$ cat src/hdl/id_params.svh
`ifndef ID_PARAMS_SVH
`define ID_PARAMS_SVH

`define ID_XLEN    32  // Data and pc width
`define ID_REG_AW  5
`define ID_REG_NUM 32

// Low two bits of every 32-bit encoding
`define ID_OPC_LEN32 2'b11

// Major opcodes, istr[6:2]
`define ID_OPC_LOAD   5'b00000
`define ID_OPC_OP_IMM 5'b00100
`define ID_OPC_AUIPC  5'b00101
`define ID_OPC_STORE  5'b01000
`define ID_OPC_OP     5'b01100
`define ID_OPC_LUI    5'b01101
`define ID_OPC_BRANCH 5'b11000
`define ID_OPC_JALR   5'b11001
`define ID_OPC_JAL    5'b11011

// funct3 for register and immediate ALU ops
`define ID_F3_ADD  3'b000
`define ID_F3_SLL  3'b001
`define ID_F3_SLT  3'b010
`define ID_F3_SLTU 3'b011
`define ID_F3_XOR  3'b100
`define ID_F3_SR   3'b101  // SRL or SRA, split by istr[30]
`define ID_F3_OR   3'b110
`define ID_F3_AND  3'b111

// funct3 for conditional branches
`define ID_F3_BEQ  3'b000
`define ID_F3_BNE  3'b001
`define ID_F3_BLT  3'b100
`define ID_F3_BGE  3'b101
`define ID_F3_BLTU 3'b110
`define ID_F3_BGEU 3'b111

// funct3 for loads and stores
`define ID_F3_B  3'b000
`define ID_F3_H  3'b001
`define ID_F3_W  3'b010
`define ID_F3_BU 3'b100
`define ID_F3_HU 3'b101

`endif

$ cat src/hdl/id_pkg.sv
package id_pkg;

  // Instruction class from the major opcode
  typedef enum logic [3:0] {
    CLS_RA,
    CLS_IA,
    CLS_LD,
    CLS_SD,
    CLS_BR,
    CLS_JAL,
    CLS_JALR,
    CLS_LUI,
    CLS_AUIPC,
    CLS_ILLEGAL
  } istr_class_e;

  typedef enum logic [3:0] {
    ALU_NOP,
    ALU_ADD,
    ALU_SUB,
    ALU_SLL,
    ALU_SLT,
    ALU_SLTU,
    ALU_XOR,
    ALU_SRL,
    ALU_SRA,
    ALU_OR,
    ALU_AND
  } alu_op_e;

  // Compare done by execute for a taken decision
  typedef enum logic [2:0] {
    BR_FALSE,
    BR_TRUE,
    BR_EQ,
    BR_NE,
    BR_LT,
    BR_GE,
    BR_LTU,
    BR_GEU
  } br_op_e;

  typedef enum logic [2:0] {
    MEM_B,
    MEM_H,
    MEM_W,
    MEM_BU,
    MEM_HU
  } mem_op_e;

endpackage

$ cat src/hdl/id_decoder.sv
`timescale 1ns/10ps
`include "id_params.svh"

module id_decoder (
  input  logic [31:0]            istr,
  output id_pkg::istr_class_e    istr_class,
  output id_pkg::alu_op_e        alu_op,
  output id_pkg::br_op_e         br_op,
  output id_pkg::mem_op_e        mem_op,
  output logic                   is_br,
  output logic                   reg_write,
  output logic                   mem_write,
  output logic                   mem_read,
  output logic [`ID_REG_AW-1:0]  rs1,
  output logic [`ID_REG_AW-1:0]  rs2,
  output logic [`ID_REG_AW-1:0]  rd,
  output logic                   rs1_valid,
  output logic                   rs2_valid
);
  import id_pkg::*;

  logic [4:0] opcode;
  logic [2:0] funct3;
  logic       funct7_alt;  // istr[30], picks SUB and SRA
  logic       writes_rd;

  assign opcode     = istr[6:2];
  assign funct3     = istr[14:12];
  assign funct7_alt = istr[30];
  assign rs1        = istr[19:15];
  assign rs2        = istr[24:20];
  assign rd         = istr[11:7];

  // Compressed encodings fall out as illegal
  always_comb begin
    istr_class = CLS_ILLEGAL;
    if (istr[1:0] == `ID_OPC_LEN32) begin
      case (opcode)
        `ID_OPC_OP:     istr_class = CLS_RA;
        `ID_OPC_OP_IMM: istr_class = CLS_IA;
        `ID_OPC_LOAD:   istr_class = CLS_LD;
        `ID_OPC_STORE:  istr_class = CLS_SD;
        `ID_OPC_BRANCH: istr_class = CLS_BR;
        `ID_OPC_JAL:    istr_class = CLS_JAL;
        `ID_OPC_JALR:   istr_class = CLS_JALR;
        `ID_OPC_LUI:    istr_class = CLS_LUI;
        `ID_OPC_AUIPC:  istr_class = CLS_AUIPC;
        default:        istr_class = CLS_ILLEGAL;
      endcase
    end
  end

  always_comb begin
    alu_op = ALU_NOP;  // LUI too, execute passes imm through
    case (istr_class)
      CLS_RA, CLS_IA: begin
        case (funct3)
          `ID_F3_ADD:  alu_op = (istr_class == CLS_RA && funct7_alt) ? ALU_SUB : ALU_ADD;
          `ID_F3_SLL:  alu_op = ALU_SLL;
          `ID_F3_SLT:  alu_op = ALU_SLT;
          `ID_F3_SLTU: alu_op = ALU_SLTU;
          `ID_F3_XOR:  alu_op = ALU_XOR;
          `ID_F3_SR:   alu_op = funct7_alt ? ALU_SRA : ALU_SRL;
          `ID_F3_OR:   alu_op = ALU_OR;
          `ID_F3_AND:  alu_op = ALU_AND;
        endcase
      end
      // Address and link arithmetic
      CLS_LD, CLS_SD, CLS_BR, CLS_JAL, CLS_JALR, CLS_AUIPC: alu_op = ALU_ADD;
      default: alu_op = ALU_NOP;
    endcase
  end

  always_comb begin
    br_op = BR_FALSE;
    if (istr_class == CLS_JAL || istr_class == CLS_JALR) begin
      br_op = BR_TRUE;
    end else if (istr_class == CLS_BR) begin
      case (funct3)
        `ID_F3_BEQ:  br_op = BR_EQ;
        `ID_F3_BNE:  br_op = BR_NE;
        `ID_F3_BLT:  br_op = BR_LT;
        `ID_F3_BGE:  br_op = BR_GE;
        `ID_F3_BLTU: br_op = BR_LTU;
        `ID_F3_BGEU: br_op = BR_GEU;
        default:     br_op = BR_FALSE;
      endcase
    end
  end

  always_comb begin
    mem_op = MEM_W;
    if (mem_read || mem_write) begin
      case (funct3)
        `ID_F3_B:  mem_op = MEM_B;
        `ID_F3_H:  mem_op = MEM_H;
        `ID_F3_W:  mem_op = MEM_W;
        `ID_F3_BU: mem_op = MEM_BU;
        `ID_F3_HU: mem_op = MEM_HU;
        default:   mem_op = MEM_W;
      endcase
    end
  end

  // Operand usage per class
  always_comb begin
    writes_rd = 1'b0;
    rs1_valid = 1'b0;
    rs2_valid = 1'b0;
    case (istr_class)
      CLS_RA:             {writes_rd, rs1_valid, rs2_valid} = 3'b111;
      CLS_IA, CLS_LD:     {writes_rd, rs1_valid, rs2_valid} = 3'b110;
      CLS_JALR:           {writes_rd, rs1_valid, rs2_valid} = 3'b110;
      CLS_SD, CLS_BR:     {writes_rd, rs1_valid, rs2_valid} = 3'b011;
      CLS_JAL, CLS_LUI:   {writes_rd, rs1_valid, rs2_valid} = 3'b100;
      CLS_AUIPC:          {writes_rd, rs1_valid, rs2_valid} = 3'b100;
      default:            {writes_rd, rs1_valid, rs2_valid} = 3'b000;
    endcase
  end

  assign reg_write = writes_rd && (rd != '0);
  assign mem_write = (istr_class == CLS_SD);
  assign mem_read  = (istr_class == CLS_LD);
  assign is_br     = (istr_class == CLS_BR) || (istr_class == CLS_JAL) ||
                     (istr_class == CLS_JALR);

endmodule

$ cat src/hdl/id_imm_gen.sv
`timescale 1ns/10ps
`include "id_params.svh"

module id_imm_gen (
  input  logic [31:0]          istr,
  input  id_pkg::istr_class_e  istr_class,
  output logic [`ID_XLEN-1:0]  imm
);
  import id_pkg::*;

  logic [`ID_XLEN-1:0] imm_i;
  logic [`ID_XLEN-1:0] imm_s;
  logic [`ID_XLEN-1:0] imm_b;
  logic [`ID_XLEN-1:0] imm_u;
  logic [`ID_XLEN-1:0] imm_j;

  assign imm_i = {{(`ID_XLEN-12){istr[31]}}, istr[31:20]};
  assign imm_s = {{(`ID_XLEN-12){istr[31]}}, istr[31:25], istr[11:7]};
  // Branch and jump offsets are in half words, bit 0 always zero
  assign imm_b = {{(`ID_XLEN-13){istr[31]}}, istr[31], istr[7], istr[30:25],
                  istr[11:8], 1'b0};
  assign imm_u = {istr[31:12], 12'd0};
  assign imm_j = {{(`ID_XLEN-21){istr[31]}}, istr[31], istr[19:12], istr[20],
                  istr[30:21], 1'b0};

  always_comb begin
    case (istr_class)
      CLS_IA, CLS_LD, CLS_JALR: imm = imm_i;
      CLS_SD:                   imm = imm_s;
      CLS_BR:                   imm = imm_b;
      CLS_JAL:                  imm = imm_j;
      CLS_LUI, CLS_AUIPC:       imm = imm_u;
      default:                  imm = '0;  // RA and illegal carry no immediate
    endcase
  end

endmodule

$ cat src/hdl/id_reg_file.sv
`timescale 1ns/10ps
`include "id_params.svh"

module id_reg_file (
  input  logic                  clk,
  input  logic                  rd_en,
  input  logic [`ID_REG_AW-1:0] rs1,
  input  logic [`ID_REG_AW-1:0] rs2,
  output logic [`ID_XLEN-1:0]   rs1_data,
  output logic [`ID_XLEN-1:0]   rs2_data,
  input  logic                  wr_en,
  input  logic [`ID_REG_AW-1:0] wr_addr,
  input  logic [`ID_XLEN-1:0]   wr_data
);

  logic [`ID_XLEN-1:0] regs [0:`ID_REG_NUM-1];

  // x0 is never written
  always_ff @(posedge clk) begin
    if (wr_en && (wr_addr != '0)) begin
      regs[wr_addr] <= wr_data;
    end
  end

  // Same-edge write is not forwarded, the old word is returned
  always_ff @(posedge clk) begin
    if (rd_en) begin
      rs1_data <= (rs1 == '0) ? '0 : regs[rs1];
      rs2_data <= (rs2 == '0) ? '0 : regs[rs2];
    end
  end

endmodule

$ cat src/hdl/id_hazard.sv
`timescale 1ns/10ps
`include "id_params.svh"

module id_hazard (
  input  logic [`ID_REG_AW-1:0] rs1,
  input  logic                  rs1_valid,
  input  logic [`ID_REG_AW-1:0] rs2,
  input  logic                  rs2_valid,
  input  logic                  is_store,
  input  logic [`ID_REG_AW-1:0] de_rd,
  input  logic                  de_reg_write,
  input  logic                  de_mem_read,
  input  logic [`ID_REG_AW-1:0] em_rd,
  input  logic                  em_reg_write,
  input  logic                  em_mem_read,
  output logic                  stall
);

  logic de_load;
  logic em_load;
  logic rs1_de_hit;
  logic rs2_de_hit;
  logic em_hit;

  assign de_load = de_reg_write && de_mem_read;
  assign em_load = em_reg_write && em_mem_read;

  assign rs1_de_hit = rs1_valid && (rs1 == de_rd) && de_load;
  assign rs2_de_hit = rs2_valid && (rs2 == de_rd) && de_load;
  assign em_hit     = em_load && ((rs1_valid && (rs1 == em_rd)) ||
                                  (rs2_valid && (rs2 == em_rd)));

  // Store data from a load in de can still be forwarded later
  assign stall = rs1_de_hit || (rs2_de_hit && !is_store) || em_hit;

endmodule

$ cat src/hdl/id_stage.sv
`timescale 1ns/10ps
`include "id_params.svh"

module id_stage (
  input  logic                  clk,
  input  logic                  rest,
  input  logic                  fd_valid,
  output logic                  fd_ready,
  input  logic [31:0]           fd_istr,
  input  logic [`ID_XLEN-1:0]   fd_pc,
  input  logic                  fd_jump,
  output logic                  de_valid,
  input  logic                  de_ready,
  output id_pkg::alu_op_e       de_alu_op,
  output id_pkg::br_op_e        de_br_op,
  output id_pkg::mem_op_e       de_mem_op,
  output logic                  de_is_br,
  output logic                  de_jump,
  output logic [`ID_XLEN-1:0]   de_pc,
  output logic [`ID_XLEN-1:0]   de_imm,
  output logic [`ID_XLEN-1:0]   de_rs1_value,
  output logic [`ID_XLEN-1:0]   de_rs2_value,
  output logic [`ID_REG_AW-1:0] de_rs1,
  output logic [`ID_REG_AW-1:0] de_rs2,
  output logic                  de_rs1_valid,
  output logic                  de_rs2_valid,
  output logic [`ID_REG_AW-1:0] de_rd,
  output logic                  de_reg_write,
  output logic                  de_mem_write,
  output logic                  de_mem_read,
  input  logic                  ex_flush_en,
  input  logic                  wb_valid,
  input  logic                  wb_reg_write,
  input  logic [`ID_REG_AW-1:0] wb_rd,
  input  logic [`ID_XLEN-1:0]   wb_reg_data,
  input  logic [`ID_REG_AW-1:0] em_rd,
  input  logic                  em_reg_write,
  input  logic                  em_mem_read
);
  import id_pkg::*;

  istr_class_e          istr_class;
  alu_op_e              alu_op;
  br_op_e               br_op;
  mem_op_e              mem_op;
  logic                 is_br;
  logic                 reg_write;
  logic                 mem_write;
  logic                 mem_read;
  logic [`ID_REG_AW-1:0] rs1;
  logic [`ID_REG_AW-1:0] rs2;
  logic [`ID_REG_AW-1:0] rd;
  logic                 rs1_valid;
  logic                 rs2_valid;
  logic [`ID_XLEN-1:0]  imm;
  logic                 load_en;
  logic                 stall;
  logic                 take;
  logic                 de_live_write;

  assign load_en       = !de_valid || de_ready;   // Stage register free or draining
  assign fd_ready      = load_en && !stall;
  assign take          = fd_valid && !stall;
  assign de_live_write = de_valid && de_reg_write; // Flushed entries produce nothing

  id_decoder id_decoder_inst (
    .istr       (fd_istr),
    .istr_class (istr_class),
    .alu_op     (alu_op),
    .br_op      (br_op),
    .mem_op     (mem_op),
    .is_br      (is_br),
    .reg_write  (reg_write),
    .mem_write  (mem_write),
    .mem_read   (mem_read),
    .rs1        (rs1),
    .rs2        (rs2),
    .rd         (rd),
    .rs1_valid  (rs1_valid),
    .rs2_valid  (rs2_valid)
  );

  id_imm_gen id_imm_gen_inst (
    .istr       (fd_istr),
    .istr_class (istr_class),
    .imm        (imm)
  );

  // Read data lands together with the rest of the entry
  id_reg_file id_reg_file_inst (
    .clk      (clk),
    .rd_en    (load_en),
    .rs1      (rs1),
    .rs2      (rs2),
    .rs1_data (de_rs1_value),
    .rs2_data (de_rs2_value),
    .wr_en    (wb_valid && wb_reg_write),
    .wr_addr  (wb_rd),
    .wr_data  (wb_reg_data)
  );

  id_hazard id_hazard_inst (
    .rs1          (rs1),
    .rs1_valid    (rs1_valid),
    .rs2          (rs2),
    .rs2_valid    (rs2_valid),
    .is_store     (mem_write),
    .de_rd        (de_rd),
    .de_reg_write (de_live_write),
    .de_mem_read  (de_mem_read),
    .em_rd        (em_rd),
    .em_reg_write (em_reg_write),
    .em_mem_read  (em_mem_read),
    .stall        (stall)
  );

  // Flush wins over loading, a stall or idle fetch loads a bubble
  always_ff @(posedge clk or negedge rest) begin
    if (!rest) begin
      de_valid     <= 1'b0;
      de_alu_op    <= ALU_NOP;
      de_br_op     <= BR_FALSE;
      de_is_br     <= 1'b0;
      de_jump      <= 1'b0;
      de_reg_write <= 1'b0;
      de_mem_write <= 1'b0;
      de_mem_read  <= 1'b0;
    end else if (ex_flush_en || (load_en && !take)) begin
      de_valid     <= 1'b0;
      de_alu_op    <= ALU_NOP;
      de_br_op     <= BR_FALSE;
      de_is_br     <= 1'b0;
      de_jump      <= 1'b0;
      de_reg_write <= 1'b0;
      de_mem_write <= 1'b0;
      de_mem_read  <= 1'b0;
    end else if (load_en) begin
      de_valid     <= 1'b1;
      de_alu_op    <= alu_op;
      de_br_op     <= br_op;
      de_is_br     <= is_br;
      de_jump      <= fd_jump;
      de_reg_write <= reg_write;
      de_mem_write <= mem_write;
      de_mem_read  <= mem_read;
    end
  end

  // Payload only matters while de_valid is high
  always_ff @(posedge clk) begin
    if (load_en) begin
      de_mem_op    <= mem_op;
      de_pc        <= fd_pc;
      de_imm       <= imm;
      de_rs1       <= rs1;
      de_rs2       <= rs2;
      de_rs1_valid <= rs1_valid;
      de_rs2_valid <= rs2_valid;
      de_rd        <= rd;
    end
  end

endmodule

$ cat config.mk
export PLATFORM = sky130hd
export DESIGN_NAME = id_stage
export DESIGN_NICKNAME = d
export VERILOG_FILES = /design/src/hdl/id_pkg.sv /design/src/hdl/id_decoder.sv /design/src/hdl/id_imm_gen.sv /design/src/hdl/id_reg_file.sv /design/src/hdl/id_hazard.sv /design/src/hdl/id_stage.sv
export VERILOG_INCLUDE_DIRS = /design/src /design/src/hdl
export SDC_FILE = /design/constraint.sdc
export NUM_CORES = 1
export LEC_CHECK = 0
export BUFFER_PORTS_ARGS = -buffer_cell sky130_fd_sc_hd__buf_2
export CELL_PAD_IN_SITES_DETAIL_PLACEMENT = 0
export CELL_PAD_IN_SITES_GLOBAL_PLACEMENT = 1
export CORE_UTILIZATION = 50
export CTS_BUF_LIST = sky130_fd_sc_hd__clkbuf_8
export DETAILED_ROUTE_END_ITERATION = 7
export HOLD_SLACK_MARGIN = 0.15
export PLACE_DENSITY = 0.87
export SYNTH_ARGS = -nofsm -noshare
export SYNTH_HDL_FRONTEND = slang
export SYNTH_SLANG_ARGS = --single-unit
$ cat constraint.sdc
create_clock -name clk -period 6.2 [get_ports clk]
set_input_delay 0.31 -clock clk [delete_from_list [all_inputs] [get_ports clk]]
set_output_delay 0.31 -clock clk [all_outputs]
set_load 0.01 [all_outputs]
# Yosys cells after proc, flatten, opt, wreduce, memory -nomap -nowiden
# Memories as Yosys holds them, arrays and structs flattened. A register that Yosys moved wholly into a read port is not among the register bits.
# Index checks and enable logic that the tools add are counted.
# totals
regBits	97
ram_bits	1024
in_bits	116
mem_bits_ro	176
output_inout_bits	162
memories	3
wordCells	109
# classes
n_mux	28
n_reduce_logical	42
n_eq_ne	20
# mem_list
memory	depth	width	read_ports	rd_ports_with_merged_regs	write_ports	line_no	text
id_reg_file_inst.regs	32	32	2	2	1	id_reg_file.sv:16	logic [`ID_XLEN-1:0] regs [0:`ID_REG_NUM-1];
(no name shown)	32	4	1	0	0	id_decoder.sv:38	case (opcode)
(no name shown)	16	3	1	0	0	id_decoder.sv:110	case (istr_class)
# op_table
cell	count
$pmux W32 S5	1
$pmux W4 S8	1
$eq A5 B5 Y1	4
$logic_and A1 B1 Y1	18
$pmux W3 S6	1
$eq A4 B3 Y1 const B	4
$mux W4	4
$mux W1	14
$eq A3 B3 Y1 const B	4
$mux W3	4
$pmux W3 S4	1
$logic_not A5 Y1	2
$reduce_bool A5 Y1	2
$logic_or A1 B1 Y1	9
$eq A4 B2 Y1 const B	2
$pmux W4 S2	1
$eq A3 B2 Y1 const B	2
$reduce_or A6 Y1	1
$eq A4 B1 Y1 const B	1
$eq A4 B4 Y1 const B	1
$logic_not A1 Y1	4
$logic_not A4 Y1	1
$reduce_or A2 Y1	2
$eq A3 B1 Y1 const B	1
5 further kinds	5

# Logic depth before layout (Yosys ltp)
# An unclocked memory read counts as a cell.
# logic_depth
ltp_word	14
depth_mapped	13
mapped_depth_nobuf	10

# Modules after synthesis
# A second synthesis with hierarchy kept.
# hier_totals
cells_unflattened	2815
hier_area_um2	53618.9
# modules_own_cells
mod	area_each_um2	cells_per_inst	instances	seq_area_each_um2
id_reg_file	49020.8	2483	1	32671.3
id_stage	3150.5	133	1	2847.7
id_decoder	678.2	96	1	0.0
id_imm_gen	513.0	71	1	0.0
id_hazard	256.5	32	1	0.0

# Worst setup path after synthesis
# Ideal clock, no wire load.
# synth_timing
path_kind	input -> register
start	in de_ready
end	reg de_mem_write
n_path_buf	0
arrival_time_ns	5.102
path_slack_ns	0.982
required_time_ns	6.084
setup_ns	0.116
stages	3
path_cell_list	nand2b_1 -> nand4_2 -> o31ai_2
# synth_between
elab_chain_cells	4
word_cells_on_any_way	5
classes_between	1 x mux; 4 x reduce/logical
# synth_lines
item	line_no	text
start: declaration	id_stage.sv:13	input logic de_ready,
$logic_or A1 B1 Y1 *	id_stage.sv:61	assign load_en = !de_valid || de_ready;
$logic_and A1 B1 Y1	id_stage.sv:128	end else if (ex_flush_en || (load_en && !take)) begin
$logic_or A1 B1 Y1	id_stage.sv:128	
$mux W1 / $reduce_bool A2 Y1 (equally long branches)	n/a	
end signal: assignment	id_stage.sv:144	de_mem_write <= mem_write;
end: declaration	id_stage.sv:29	output logic de_mem_write,
# Mark *: on every way between the ends. The rest lies on a longest branch, timed or not.
# A chain may end at the register's enable or synchronous reset.

# Worst setup path in the final report
# layout_timing
start	in fd_istr[0]
end	out fd_ready
# layout_between
elab_chain_cells	10
word_cells_on_any_way	18
classes_between	2 x eq/ne; 1 x mux; 14 x reduce/logical; 1 x memory
# layout_lines
item	line_no	text
start: declaration	id_stage.sv:9	input logic [31:0] fd_istr,
$eq A2 B2 Y1 (no source line) *	n/a	
$mux W4 *	id_decoder.sv:37	if (istr[1:0] == `ID_OPC_LEN32) begin
$mem_v2 Z16 W3 *	n/a	
named net id_decoder_inst.rs2_valid	id_decoder.sv:18	output logic rs2_valid
$logic_and A1 B1 Y1 (2 in series)	id_hazard.sv:29	assign rs2_de_hit = rs2_valid && (rs2 == de_rd) && de_load;
$logic_and A1 B1 Y1	id_hazard.sv:34	assign stall = rs1_de_hit || (rs2_de_hit && !is_store) || em_hit;
$logic_or A1 B1 Y1	id_hazard.sv:34	
$logic_or A1 B1 Y1 *	id_hazard.sv:34	
$logic_not A1 Y1 *	id_stage.sv:62	assign fd_ready = load_en && !stall;
$logic_and A1 B1 Y1 *	id_stage.sv:62	
end: declaration	id_stage.sv:8	output logic fd_ready,
# Mark *: on every way through the listed nets, which the timed path passes. The rest lies on a longest branch.

==> key figures <==
Run status
  – Run status: finished clean

Worst setup path
  – Crit path DAT: roughly 3.7 ns
  – Cell family contributing the most delay on the critical path: simple AND/OR/NAND/NOR gates
  – Delay of the slowest cell on the worst path: about 0.57 ns
  – Slowest stage cell, crit path: sky130_fd_sc_hd__dlygate4sd3_1
  – Critical path fanouts, max: 13
  – Type of element capturing the critical path: primary output
  – Cells along the critical path: dlygate4sd3_1, buf_2, nand2_1, a21o_1, nor3_1, ha_1, a21oi_1, nor3_1, o21ai_1, nand3_1, inv_1, buf_2
  – Crit Path Class: primary input to primary output
  – Type of element launching the critical path: primary input
  – Required @ worst endpoint: 5.89 ns
  – Number of buffer and inverter stages on the critical path: 4

Die
  – Core Footprint: approximately 110000 µm²
  – DIE WIDTH: around 330 µm
  – Initial core utilization: 0.504
  – Std cell rows: 120
  – Die height: about 330 µm
  – Number of top-level pins: about 280
  – Area of the die: about 110000 µm²

Timing
  – Max Slew Vio Count: 0
  – Relative slew slack: 0.208
  – Achievable Freq: 0.251 GHz
  – Post-route clock skew: roughly 0.047 ns
  – RSZ-0062 raised after global routing: no
  – Count of endpoints failing hold in the final timing report: 0
  – Count of endpoints failing setup in the final report: 0
  – Setup TNS Final: 0 ns
  – Shortest clock period the worst path allows after layout: around 4.0 ns
  – Crit share post-route: 0.642
  – Hold Worst Slack: ~0.22 ns
  – Worst Max-Slew Pin Slew: approximately 1.2 ns

Logic synthesis
  – Average footprint of a synthesized cell: roughly 18 µm²
  – Ranking of synthesized cells by area: sky130_fd_sc_hd__edfxtp_1, sky130_fd_sc_hd__mux4_2, sky130_fd_sc_hd__mux2i_1
  – Warnings from Yosys: 0
  – Synth Register Bits: about 1200
  – Top FF cell, synth: sky130_fd_sc_hd__edfxtp_1
  – Sequential-to-total area share from yosys stat: 0.658
  – Number of cells produced by synthesis: 2989
  – Synthesized area: between 50000 and 60000 µm²
  – Fraction of synthesized cell area taken by the top area cell type: 0.652
  – Share of flip-flops with an asynchronous set or reset after synthesis: 0.0110
  – Post-synth EDFFs: between 1000 and 1500
  – Library cells used by synthesis: between 60 and 70
  – Largest area contributor in the netlist: sky130_fd_sc_hd__edfxtp_1

Min path
  – Hold Crit Class: primary input to flip-flop

Detailed routing
  – DRT iter0 DRCs: approximately 4600
  – Final WL: approximately 170000 µm
  – DRT antenna net count: 0
  – Remaining routing DRC violations: 0
  – Average detailed-routed wire length per instance: roughly 33 µm
  – Via density per instance: between 6 and 7
  – Number of iterations in the first detailed-routing pass: 6
  – Via count: ~34000

Layout
  – Net count, final: between 3000 and 4000
  – Share of final-layout standard cells stronger than drive strength 1: 0.303
  – Filler instances: a little under 8000
  – Most used cells in the layout excluding fill and tap cells: sky130_fd_sc_hd__edfxtp_1, sky130_fd_sc_hd__mux4_2, sky130_fd_sc_hd__mux2i_1
  – Area overhead of the layout relative to synthesis: 13.9%
  – Register area: 35500 µm²
  – Area of combinational cells with multiple inputs: about 18000 µm²
  – Most frequent standard cell in the layout excluding fill and tap cells: sky130_fd_sc_hd__edfxtp_1

Clocking
  – Maximum clock path buffer count: 3
  – Clk Latency, worst-skew pair: 0.85 ns
  – TritonCTS clock tree: yes
  – Clock Sinks: 1185
  – Total setup buffers inserted after CTS: 0
  – CTS Root Cell: sky130_fd_sc_hd__clkbuf_8
  – Number of buffers added by the clock tree synthesis step: about 180
  – Clock slew seen by the registers of the worst setup and hold paths: roughly 0.050 ns
  – H-tree lvl count: 4

Placed design
  – Final weighted congestion of routability-driven global placement: between 0.8 and 0.9
  – Post-detail-place hpwl: between 80000 and 90000 µm
  – Number of port buffers: 277

Global route
  – GRT overflow: 0
  – Wire length of the first global-routing pass: ~240000 µm
  – Vias in the first global route: 34200
  – Overall routing resource usage: 0.305
  – Largest net degree at the start of global routing: about 120
  – Initial antenna violation count: 11

Power
  – Leakage power total: roughly 21 nW
  – Pwr dens: about 270 nW/µm²
  – Max VDD drop: approximately 0.18 mV

Job
  – Max capacitance violation total: 0
## cells in the mapped netlist, types with 18 or more instances
library cell	instances
sky130_fd_sc_hd__mux4_2	358
sky130_fd_sc_hd__a211o_1	19
sky130_fd_sc_hd__nor2_1	46
sky130_fd_sc_hd__buf_2	66
sky130_fd_sc_hd__o21ai_0	73
sky130_fd_sc_hd__buf_1	18
sky130_fd_sc_hd__a221oi_1	26
sky130_fd_sc_hd__nand2_1	30
sky130_fd_sc_hd__buf_4	27
sky130_fd_sc_hd__mux2i_1	282
sky130_fd_sc_hd__a21oi_1	156
sky130_fd_sc_hd__o22ai_1	86
sky130_fd_sc_hd__o21a_1	37
sky130_fd_sc_hd__nor3b_1	35
sky130_fd_sc_hd__edfxtp_1	1172
sky130_fd_sc_hd__mux2_2	109
sky130_fd_sc_hd__clkbuf_1	110
sky130_fd_sc_hd__o221ai_1	87
sky130_fd_sc_hd__a21o_1	23
sky130_fd_sc_hd__nor3_1	66
## path summary, 6_finish.rpt
check,startpoint,to,slack [ns],depth (start not counted)
setup / recovery,fd_istr[0],fd_ready,2.22,12
hold / removal,fd_pc[30],de_pc[30]$_DFFE_PP_,0.22,2
hold reg to reg,de_br_op[1]$_DFFE_PN0P_,de_br_op[1]$_DFFE_PN0P_,0.50,2
setup reg to reg,de_valid$_DFFE_PN0P_,de_alu_op[3]$_DFFE_PN0P_,3.51,5
min in group asynchronous,rest,de_br_op[1]$_DFFE_PN0P_,0.61,3
max in group asynchronous,rest,de_alu_op[0]$_DFFE_PN0P_,5.18,3
## where the power goes
group	internal, mW	total, mW	switching (mW)	leakage (nW)
combinational	0.636	1.57	0.933	8.26
clock	2.88	5.93	3.05	1.88
sequential	9.00	9.13	0.133	11.0
## final cells by class
class,count,area share
diodes,6,0.000244
repair buffers,470,0.0537
inverters,9,0.000549
clock inverters,132,0.0105
flip-flops and latches,1185,0.578
well taps,1403,0.0285
multi-input cells,1592,0.287
clock buffers,187,0.0418
## through the flow
stage	cells	area, µm²	setup WS [ns]	power, mW	util
global route	4980	61500	2.05	17.1	0.574
CTS	4978	61500	2.39	16.7	0.574
detailed placement	4540	57100	2.77	10.8	0.533
global placement	4540	57100	2.81	10.7	0.533
floorplan	3020	54100	0.982	10.1	-
finish	4984	61500	2.22	16.6	0.574
## cells by family (layout without fill, tap and decap cells)
| family | count (synthesis) | after routing | share of synthesized area |
|---|---|---|---|
| muxes | 749 | 749 | 0.224 |
| buffers and inverters | 243 | 798 | 0.0221 |
| adders and majority gates | 6 | 6 | 0.00139 |
| other | 1 | 38 | 0.0000695 |
| and+or+nand+nor | 239 | 239 | 0.0240 |
| AOI/OAI and AO/OA | 544 | 544 | 0.0665 |
| xor gates and xnor gates | 22 | 22 | 0.00357 |
| DFF | 1185 | 1185 | 0.658 |
## worst register-to-register path, stage by stage, from the launching register on
cell and delay (ns):
sky130_fd_sc_hd__dfrtp_1 0.40, sky130_fd_sc_hd__nand2b_4 0.56, sky130_fd_sc_hd__nor2_1 0.88, sky130_fd_sc_hd__nand2_1 0.14, sky130_fd_sc_hd__o31ai_1 0.09, sky130_fd_sc_hd__dlygate4sd3_1 0.57
## routing by layer
metal / up-vias / part of all wire / track usage
met1: 17200 / 0.35 / 0.408
li1: 13500 / - / -
met4: 2 / 0.051 / 0.152
met3: 488 / 0.14 / 0.0840
met2: 2776 / 0.45 / 0.461
met5: - / 0.000048 / 0
## sequential cells by signal, indices dropped and copies added (netlist names), 5 cells and up
register / count
id_reg_file_inst.regs: 1024
de_imm: 32
de_pc: 32
id_reg_file_inst.rs1_data: 32
id_reg_file_inst.rs2_data: 32
de_rd: 5
de_rs1: 5
de_rs2: 5
## repair_timing
action                                  CTS  global route
endpoints found under the hold margin  1158             0
hold buffers                            119             0
setup endpoints to repair                 0             0
gates resized for setup                   0             0
Note: power is estimated with default switching activity, not from simulation.
